**config.mk**
```make
export PLATFORM = sky130hd
export DESIGN_NAME = asymfifo_s1_sf
export DESIGN_NICKNAME = d
export VERILOG_FILES = /design/src/asymfifo_pkg.sv /design/src/asymfifo_ctl_fsm.sv /design/src/asymfifo_word_count.sv /design/src/asymfifo_in_pack.sv /design/src/asymfifo_ram.sv /design/src/asymfifo_s1_sf.sv
export SDC_FILE = /design/constraint.sdc
export NUM_CORES = 1
export LEC_CHECK = 0
export BUFFER_PORTS_ARGS = -buffer_cell sky130_fd_sc_hd__buf_2
export CAP_MARGIN = 20
export CORE_ASPECT_RATIO = 1.75
export CORE_UTILIZATION = 63
export CTS_BUF_LIST = sky130_fd_sc_hd__clkbuf_8
export CTS_CLUSTER_DIAMETER = 80
export DETAILED_ROUTE_END_ITERATION = 8
export PLACE_DENSITY = 0.82
export RECOVER_POWER = 100
export SLEW_MARGIN = 20
export SYNTH_ARGS = -nofsm -noshare
export SYNTH_HDL_FRONTEND = slang
export SYNTH_SLANG_ARGS = --single-unit
```
**constraint.sdc**
```tcl
create_clock -name clk -period 4 [get_ports clk]
set_clock_uncertainty 0.05 [all_clocks]
set_input_delay 0.4 -clock clk [delete_from_list [all_inputs] [get_ports clk]]
set_output_delay 0.4 -clock clk [all_outputs]
set_load 0.01 [all_outputs]
```
**src/asymfifo_pkg.sv**
```systemverilog
// ----------------------------------------------------------
// Shared widths and width ratio of the asymmetric FIFO
// Packed union for one RAM word and error state codes
// ----------------------------------------------------------
`default_nettype none

package asymfifo_pkg;

	// ----------------------------------------------------------
	// Widths
	// ----------------------------------------------------------

	// Write side sub-word
	localparam int IN_WIDTH = 8;
	// Stored and popped word
	localparam int OUT_WIDTH = 16;
	// Sub-words per stored word
	localparam int RATIO = OUT_WIDTH / IN_WIDTH;
	// Index into the sub view, never narrower than one bit
	localparam int SUB_IDX_WIDTH = (RATIO > 1) ? $clog2(RATIO) : 1;

	// ----------------------------------------------------------
	// RAM word
	// ----------------------------------------------------------

	// Packer fills sub, RAM and read side use full
	// sub[RATIO-1] sits at the most significant end
	typedef union packed {
		logic [OUT_WIDTH-1:0]               full;
		logic [RATIO-1:0][IN_WIDTH-1:0]     sub;
	} fifo_word_u;

	// ----------------------------------------------------------
	// Error state codes
	// ----------------------------------------------------------
	localparam logic ERR_OK  = 1'b0;
	localparam logic ERR_SET = 1'b1;

endpackage

`default_nettype wire

```
**src/asymfifo_ctl_fsm.sv**
```systemverilog
// ----------------------------------------------------------
// Request decode and error state machine
// Accepts or drops push, pop and flush, issues RAM writes
// ----------------------------------------------------------
`timescale 1ns/1ps
`default_nettype none

module asymfifo_ctl_fsm #(
	parameter int err_mode = 0
) (
	input  wire  clk,
	input  wire  arst_n,
	input  wire  push_req_n,
	input  wire  pop_req_n,
	input  wire  flush_n,
	input  wire  sub_last,
	input  wire  part_wd,
	input  wire  ram_full,
	input  wire  empty,
	output logic push_ok,
	output logic flush_ok,
	output logic pop_ok,
	output logic we,
	output logic full,
	output logic error
);
	import asymfifo_pkg::*;

	logic push_req;
	logic pop_req;
	logic flush_req;
	// Packer still holds a partial word once this cycle's push is in
	logic part_after;
	logic err_now;
	logic err_q;
	logic err_next;

	// Active-high versions of the strobes
	assign push_req  = ~push_req_n;
	assign pop_req   = ~pop_req_n;
	assign flush_req = ~flush_n;

	// No room for the sub-word that would complete a word
	assign full = ram_full & sub_last;

	// ----------------------------------------------------------
	// Request decode
	// ----------------------------------------------------------
	assign push_ok = push_req & ~full;
	assign pop_ok  = pop_req & ~empty;

	// Push goes first, flush then sees what is left
	assign part_after = (part_wd | push_ok) & ~(push_ok & sub_last);
	assign flush_ok   = flush_req & part_after & ~ram_full;

	// Completing push or accepted flush writes one word
	assign we = (push_ok & sub_last) | flush_ok;

	// Overflow, underflow, or flush with nowhere to go
	assign err_now = (push_req & full) |
		(pop_req & empty) |
		(flush_req & part_after & ram_full);

	// ----------------------------------------------------------
	// Error state
	// ----------------------------------------------------------
	always_comb begin
		if (err_mode == 0) begin
			// Sticky until reset
			err_next = ((err_q == ERR_SET) || err_now) ? ERR_SET : ERR_OK;
		end else begin
			// Only this cycle's fault
			err_next = err_now ? ERR_SET : ERR_OK;
		end
	end

	always_ff @(posedge clk or negedge arst_n) begin
		if (!arst_n) begin
			err_q <= ERR_OK;
		end else begin
			err_q <= err_next;
		end
	end

	assign error = (err_q == ERR_SET);

endmodule

`default_nettype wire

```
**src/asymfifo_word_count.sv**
```systemverilog
// ----------------------------------------------------------
// RAM pointers, word count and registered level flags
// ----------------------------------------------------------
`timescale 1ns/1ps
`default_nettype none

module asymfifo_word_count #(
	parameter int depth    = 8,
	parameter int ae_level = 2,
	parameter int af_level = 2,
	localparam int AW      = (depth > 1) ? $clog2(depth) : 1
) (
	input  wire           clk,
	input  wire           arst_n,
	input  wire           we,
	input  wire           pop_ok,
	output logic [AW-1:0] wr_addr,
	output logic [AW-1:0] rd_addr,
	output logic          empty,
	output logic          almost_empty,
	output logic          half_full,
	output logic          almost_full,
	output logic          ram_full
);

	// Count runs 0..depth inclusive
	localparam int CW = $clog2(depth + 1);
	localparam logic [AW-1:0] LAST_ADDR = AW'(depth - 1);

	logic [CW-1:0] count_q;
	logic [CW-1:0] count_next;

	// ----------------------------------------------------------
	// Next count
	// ----------------------------------------------------------
	always_comb begin
		case ({we, pop_ok})
			2'b10:   count_next = count_q + CW'(1);
			2'b01:   count_next = count_q - CW'(1);
			// Write with pop leaves the level as it is
			default: count_next = count_q;
		endcase
	end

	// ----------------------------------------------------------
	// Pointers and count
	// ----------------------------------------------------------
	always_ff @(posedge clk or negedge arst_n) begin
		if (!arst_n) begin
			wr_addr <= '0;
			rd_addr <= '0;
			count_q <= '0;
		end else begin
			// Wrap at the last RAM entry, depth need not be a power of two
			if (we) begin
				wr_addr <= (wr_addr == LAST_ADDR) ? '0 : wr_addr + AW'(1);
			end
			if (pop_ok) begin
				rd_addr <= (rd_addr == LAST_ADDR) ? '0 : rd_addr + AW'(1);
			end
			count_q <= count_next;
		end
	end

	// ----------------------------------------------------------
	// Level flags, registered from the next count
	// ----------------------------------------------------------
	always_ff @(posedge clk or negedge arst_n) begin
		if (!arst_n) begin
			// Empty RAM after reset
			empty        <= 1'b1;
			almost_empty <= 1'b1;
			half_full    <= 1'b0;
			almost_full  <= 1'b0;
			ram_full     <= 1'b0;
		end else begin
			empty        <= (count_next == '0);
			almost_empty <= (count_next <= CW'(ae_level));
			// Rounds up for odd depth
			half_full    <= (count_next >= CW'((depth + 1) / 2));
			almost_full  <= (count_next >= CW'(depth - af_level));
			ram_full     <= (count_next == CW'(depth));
		end
	end

endmodule

`default_nettype wire

```
**src/asymfifo_in_pack.sv**
```systemverilog
// ----------------------------------------------------------
// Sub-word packer
// Builds RAM words from narrow pushes, reports partial word
// ----------------------------------------------------------
`timescale 1ns/1ps
`default_nettype none

module asymfifo_in_pack #(
	parameter int byte_order = 0
) (
	input  wire                              clk,
	input  wire                              arst_n,
	input  wire                              push_ok,
	input  wire                              flush_ok,
	input  wire [asymfifo_pkg::IN_WIDTH-1:0] data_in,
	output asymfifo_pkg::fifo_word_u         wr_word,
	output logic                             sub_last,
	output logic                             part_wd
);
	import asymfifo_pkg::*;

	localparam logic [SUB_IDX_WIDTH-1:0] LAST_IDX = SUB_IDX_WIDTH'(RATIO - 1);

	// Sub-words already held
	logic [SUB_IDX_WIDTH-1:0] idx_q;
	// Slot in the sub view for the incoming sub-word
	logic [SUB_IDX_WIDTH-1:0] slot;
	fifo_word_u               hold_q;

	// Order 0 fills from the top slot down, order 1 from slot 0 up
	assign slot = (byte_order == 1) ? idx_q : LAST_IDX - idx_q;

	// Next sub-word closes the word
	assign sub_last = (idx_q == LAST_IDX);
	assign part_wd  = (idx_q != '0);

	// ----------------------------------------------------------
	// Word seen by the RAM this cycle
	// ----------------------------------------------------------
	always_comb begin
		wr_word = hold_q;
		if (push_ok) begin
			wr_word.sub[slot] = data_in;
		end
	end

	// ----------------------------------------------------------
	// Holding word and index
	// ----------------------------------------------------------
	always_ff @(posedge clk or negedge arst_n) begin
		if (!arst_n) begin
			idx_q  <= '0;
			hold_q <= '0;
		end else if (flush_ok || (push_ok && sub_last)) begin
			// Word leaves for the RAM, start clean so unfilled slots read zero
			idx_q  <= '0;
			hold_q <= '0;
		end else if (push_ok) begin
			idx_q  <= idx_q + SUB_IDX_WIDTH'(1);
			hold_q <= wr_word;
		end
	end

endmodule

`default_nettype wire

```
**src/asymfifo_ram.sv**
```systemverilog
// ----------------------------------------------------------
// Flip-flop RAM, synchronous write, asynchronous read
// ----------------------------------------------------------
`timescale 1ns/1ps
`default_nettype none

module asymfifo_ram #(
	parameter int depth = 8,
	localparam int AW   = (depth > 1) ? $clog2(depth) : 1
) (
	input  wire                       clk,
	input  wire                       arst_n,
	input  wire                       we,
	input  wire [AW-1:0]              wr_addr,
	input  wire [AW-1:0]              rd_addr,
	input  asymfifo_pkg::fifo_word_u  wr_word,
	output asymfifo_pkg::fifo_word_u  rd_word
);
	import asymfifo_pkg::*;

	// Storage array
	fifo_word_u mem [depth];

	// ----------------------------------------------------------
	// Write port
	// ----------------------------------------------------------
	always_ff @(posedge clk or negedge arst_n) begin
		if (!arst_n) begin
			for (int i = 0; i < depth; i++) begin
				mem[i] <= '0;
			end
		end else if (we) begin
			mem[wr_addr] <= wr_word;
		end
	end

	// Read port, no clock
	assign rd_word = mem[rd_addr];

endmodule

`default_nettype wire

```
**src/asymfifo_s1_sf.sv**
```systemverilog
// ----------------------------------------------------------
// Single-clock asymmetric FIFO top level
// Control FSM, counter, packer and RAM
// ----------------------------------------------------------
`timescale 1ns/1ps
`default_nettype none

module asymfifo_s1_sf #(
	parameter int depth      = 8,
	parameter int ae_level   = 2,
	parameter int af_level   = 2,
	parameter int err_mode   = 0,
	parameter int byte_order = 0
) (
	input  wire                               clk,
	input  wire                               arst_n,
	input  wire                               push_req_n,
	input  wire                               pop_req_n,
	input  wire                               flush_n,
	input  wire [asymfifo_pkg::IN_WIDTH-1:0]  data_in,
	output logic [asymfifo_pkg::OUT_WIDTH-1:0] data_out,
	output logic                              empty,
	output logic                              almost_empty,
	output logic                              half_full,
	output logic                              almost_full,
	output logic                              full,
	output logic                              ram_full,
	output logic                              part_wd,
	output logic                              error
);
	import asymfifo_pkg::*;

	localparam int AW = (depth > 1) ? $clog2(depth) : 1;

	// FSM strobes
	logic push_ok;
	logic flush_ok;
	logic pop_ok;
	logic we;
	// Packer status
	logic sub_last;
	// RAM side
	logic [AW-1:0] wr_addr;
	logic [AW-1:0] rd_addr;
	fifo_word_u    wr_word;
	fifo_word_u    rd_word;

	// ----------------------------------------------------------
	// Request decode and error
	// ----------------------------------------------------------
	asymfifo_ctl_fsm #(
		.err_mode (err_mode)
	) u_ctl_fsm (
		.clk        (clk),
		.arst_n     (arst_n),
		.push_req_n (push_req_n),
		.pop_req_n  (pop_req_n),
		.flush_n    (flush_n),
		.sub_last   (sub_last),
		.part_wd    (part_wd),
		.ram_full   (ram_full),
		.empty      (empty),
		.push_ok    (push_ok),
		.flush_ok   (flush_ok),
		.pop_ok     (pop_ok),
		.we         (we),
		.full       (full),
		.error      (error)
	);

	// Pointers and flags
	asymfifo_word_count #(
		.depth    (depth),
		.ae_level (ae_level),
		.af_level (af_level)
	) u_word_count (
		.clk          (clk),
		.arst_n       (arst_n),
		.we           (we),
		.pop_ok       (pop_ok),
		.wr_addr      (wr_addr),
		.rd_addr      (rd_addr),
		.empty        (empty),
		.almost_empty (almost_empty),
		.half_full    (half_full),
		.almost_full  (almost_full),
		.ram_full     (ram_full)
	);

	// Sub-words in, full words out
	asymfifo_in_pack #(
		.byte_order (byte_order)
	) u_in_pack (
		.clk      (clk),
		.arst_n   (arst_n),
		.push_ok  (push_ok),
		.flush_ok (flush_ok),
		.data_in  (data_in),
		.wr_word  (wr_word),
		.sub_last (sub_last),
		.part_wd  (part_wd)
	);

	// ----------------------------------------------------------
	// Storage
	// ----------------------------------------------------------
	asymfifo_ram #(
		.depth (depth)
	) u_ram (
		.clk     (clk),
		.arst_n  (arst_n),
		.we      (we),
		.wr_addr (wr_addr),
		.rd_addr (rd_addr),
		.wr_word (wr_word),
		.rd_word (rd_word)
	);

	// Read side sees the whole word
	assign data_out = rd_word.full;

endmodule

`default_nettype wire

```
==> impl_metrics.env <==
export IMPL_dpl_cell_area_um2=7470
export IMPL_worstHoldStart="push_req_n"
export IMPL_multi_input_area_um2=2940
export IMPL_globalplace_congestion=0.783
export IMPL_postRouteWirelength_um=16200
export IMPL_holdBufCountCts=0
export IMPL_report_final_slew_viol_count=368
export IMPL_antennaDiodeCount=0
export IMPL_first_global_vias=5394
export IMPL_worst_pin_slew_ps=2820
export IMPL_fmax_mhz=281
export IMPL_insertion_delay_ps=450
export IMPL_grt_max_degree=116
export IMPL_ant_nets=0
export IMPL_cts_root_buf="clkbuf_8"
export IMPL_total_power_mw=6.46
export IMPL_drc_errors=0
export IMPL_synth_edf_count=0
export IMPL_r2r_end="u_word_count.ram_full$_DFF_PN0_"
export IMPL_synth_top_area_share_pct=55.4
export IMPL_setup_tns_final_ps=0
export IMPL_core_area_um2=11100
export IMPL_critPathKind="reg -> reg"
export IMPL_arrival_ps=3850
export IMPL_routed_via_density=6.45
export IMPL_cts_tree="yes"
export IMPL_grt_antenna_before_repair=0
export IMPL_yosysSeqAreaShare_pct=56.2
export IMPL_setup_viol=0
export IMPL_status="finished with violations"
export IMPL_ys_ff_latch=161
export IMPL_grt_pass1_wl_um=26900
export IMPL_num_vias=5138
export IMPL_seq_area_um2=4030
export IMPL_drive_gt1_share_pct=16.1
export IMPL_rsz0062_at_grt="false"
export IMPL_area_delta_synth_final_pct=9.26
export IMPL_gr_usage_all_layers_pct=31.4
export IMPL_die_y_um=143
export IMPL_fillerInstances=771
export IMPL_cts_path_max_buffers=2
export IMPL_crit_path_max_fanout=10
export IMPL_synth_area_um2=7180
export IMPL_fin_nets=674
export IMPL_cts_setup_buffers=0
export IMPL_syn_nets=646
export IMPL_holdWs_ps=211
export IMPL_std_cell_rows=51
export IMPL_power_density_nw_per_um2=824
export IMPL_slew_headroom_pct=-88.2
export IMPL_min_path_cells=2
export IMPL_start_util_pct=64.6
export IMPL_post_route_period_util_pct=88.8
export IMPL_clkSlewWorstSetupHoldPaths_ps=80
export IMPL_worstHoldEndpoint="u_in_pack.part_wd$_DFFE_PN0P_"
export IMPL_synthTopCellsByArea="dfrtp_1 55%, mux4_2 10%, o21ai_0 9.1%, nand2_1 6.9%, mux2_2 3.3%"
export IMPL_synth_top_area_cell="dfrtp_1"
export IMPL_grt_overflow=0
export IMPL_avgSynthCellArea_um2=11.5
export IMPL_cts_buffers=17
export IMPL_async_flop_share_pct=100
export IMPL_violations="max-capacitance violations, max-slew violations"
export IMPL_cp_end_kind="flip-flop"
export IMPL_rr_worst_depth=13
export IMPL_fin_crit_ps=3550
export IMPL_min_path_type="in -> reg"
export IMPL_start_kind="flip-flop"
export IMPL_fp_dieW_um=82.7
export IMPL_drtIter0Drc=446
export IMPL_yosys_warnings=0
export IMPL_dpl_hpwl_um=10100
export IMPL_r2r_setup_slack_ps=450
export IMPL_ctsResizeCount=0
export IMPL_reg2reg_from="u_in_pack.part_wd$_DFFE_PN0P_"
export IMPL_synthCells=625
export IMPL_peakVddDrop_mv=0.651
export IMPL_hold_viol_final=0
export IMPL_dieArea_um2=11800
export IMPL_cts_htree_levels=4
export IMPL_wl_per_cell_um=20.3
export IMPL_cts_num_sinks=161
export IMPL_p_leak_nw=3.49
export IMPL_synth_cell_type_count=38
export IMPL_drt_first_pass_iters=5
export IMPL_cp_required_ps=4290
export IMPL_io_pins=37
export IMPL_fin_area_um2=7840
export IMPL_port_buffers=36
export IMPL_maxCapViolCount=9
export IMPL_ys_dominant_reg_cell="dfrtp_1"
synthesized netlist by cell type, types with 2 or more instances:
cell type  number
ha_1            8
o2111ai_1       2
clkbuf_1       33
nor3_1          2
a22oi_1         2
nand2b_1        4
a21oi_1         2
nor2_1          8
mux4_2         32
xor2_1          2
dfrtp_1       159
mux2_2         21
mux2i_1        20
nor2b_1         7
nand2_1       132
buf_4           4
a21o_1          2
o211ai_1        7
a211oi_1        2
dfstp_2         2
buf_2           4
inv_1           7
a221o_1         2
o21ai_0       130
nand3_1         2
a311oi_1        2
o2bb2ai_1      16
through the flow:
stage | utilization [%] | instances | setup WS [ps]
finish | 70.6 | 797 | 447
global route | 70.6 | 797 | 261
CTS | 71.4 | 797 | 457
detailed placement | 67.3 | 766 | 519
global placement | 67.3 | 766 | 715
floorplan | - | 625 | 829
how the worst max path moves through the flow:
stage / startpoint / end / slack (ps) / cells after the start
global route: u_word_count.ram_full$_DFF_PN0_ / u_ram.mem[44]$_DFFE_PN0P_ / 260 / 7
detailed placement: u_in_pack.part_wd$_DFFE_PN0P_ / u_word_count.ram_full$_DFF_PN0_ / 520 / 13
CTS: u_in_pack.part_wd$_DFFE_PN0P_ / u_word_count.ram_full$_DFF_PN0_ / 460 / 13
floorplan: u_word_count.ram_full$_DFF_PN0_ / u_word_count.empty$_DFF_PN1_ / 830 / 14
global placement: u_word_count.ram_full$_DFF_PN0_ / u_word_count.ram_full$_DFF_PN0_ / 710 / 13
finish: u_in_pack.part_wd$_DFFE_PN0P_ / u_word_count.ram_full$_DFF_PN0_ / 450 / 13
routing by layer:
| metal | wire length [um] | GRT usage (%) |
|---|---|---|
| met1 | 6130 | 39.1 |
| met2 | 8560 | 51.2 |
| met3 | 907 | 7.28 |
| met5 | 0 | 0 |
| met4 | 565 | 15.0 |
placed cells by master, fill, tap and decap left out, drive strengths merged, types with 10 or more instances in the layout:
cell       n
buf       17
clkbuf    52
dfrtp    159
inv       10
mux2      21
mux2i     20
mux4      32
nand2    132
o21ai    130
o2bb2ai   16
power by group:
| group | leakage, nW | internal [mW] | switching (mW) |
|---|---|---|---|
| sequential | 2.13 | 2.25 | 0.542 |
| combinational | 1.13 | 1.04 | 1.30 |
| clock | 0.234 | 0.767 | 0.566 |
| total | 3.49 | 4.05 | 2.41 |
critical path, stage by stage, from the launching register on:
cell      delay [ps]
dfrtp_1          460
and2_0           190
nor2_1            80
ha_1             310
nor3b_4          420
nor2_1           140
ha_1             300
xor2_1           170
ha_1             190
a21oi_1          150
mux2i_1          230
xor2_1           350
inv_1            140
a211oi_1         240
cell type report:
| cell class | count | share of cell area [%] |
|---|---|---|
| Timing Repair Buffer | 50 | 2.82 |
| Tap cell | 132 | 2.11 |
| Sequential cell | 161 | 51.4 |
| Clock inverter | 12 | 2.41 |
| Multi-Input combinational cell | 416 | 37.6 |
| Inverter | 7 | 0.335 |
| Clock buffer | 19 | 3.34 |
cell families after synthesis:
logic type | Yosys count | synth area share, %
AO/OA/AOI/OAI | 171 | 13.8
AND/OR/NAND/NOR | 162 | 9.43
flip-flops | 161 | 56.2
multiplexers | 73 | 16.1
buffers and inverters | 48 | 2.79
adder cells (fa/ha/maj) | 8 | 1.39
XOR/XNOR | 2 | 0.244
sequential cells by signal, indices dropped and copies added (netlist names):
register                   flops
u_ctl_fsm.error                1
u_word_count.almost_empty      1
u_in_pack.hold_q              16
u_word_count.ram_full          1
u_in_pack.part_wd              1
u_word_count.almost_full       1
u_word_count.wr_addr           3
u_word_count.count_q           4
u_word_count.half_full         1
u_word_count.rd_addr           3
u_word_count.empty             1
u_ram.mem                    128
(Power assumes the default switching activity.)
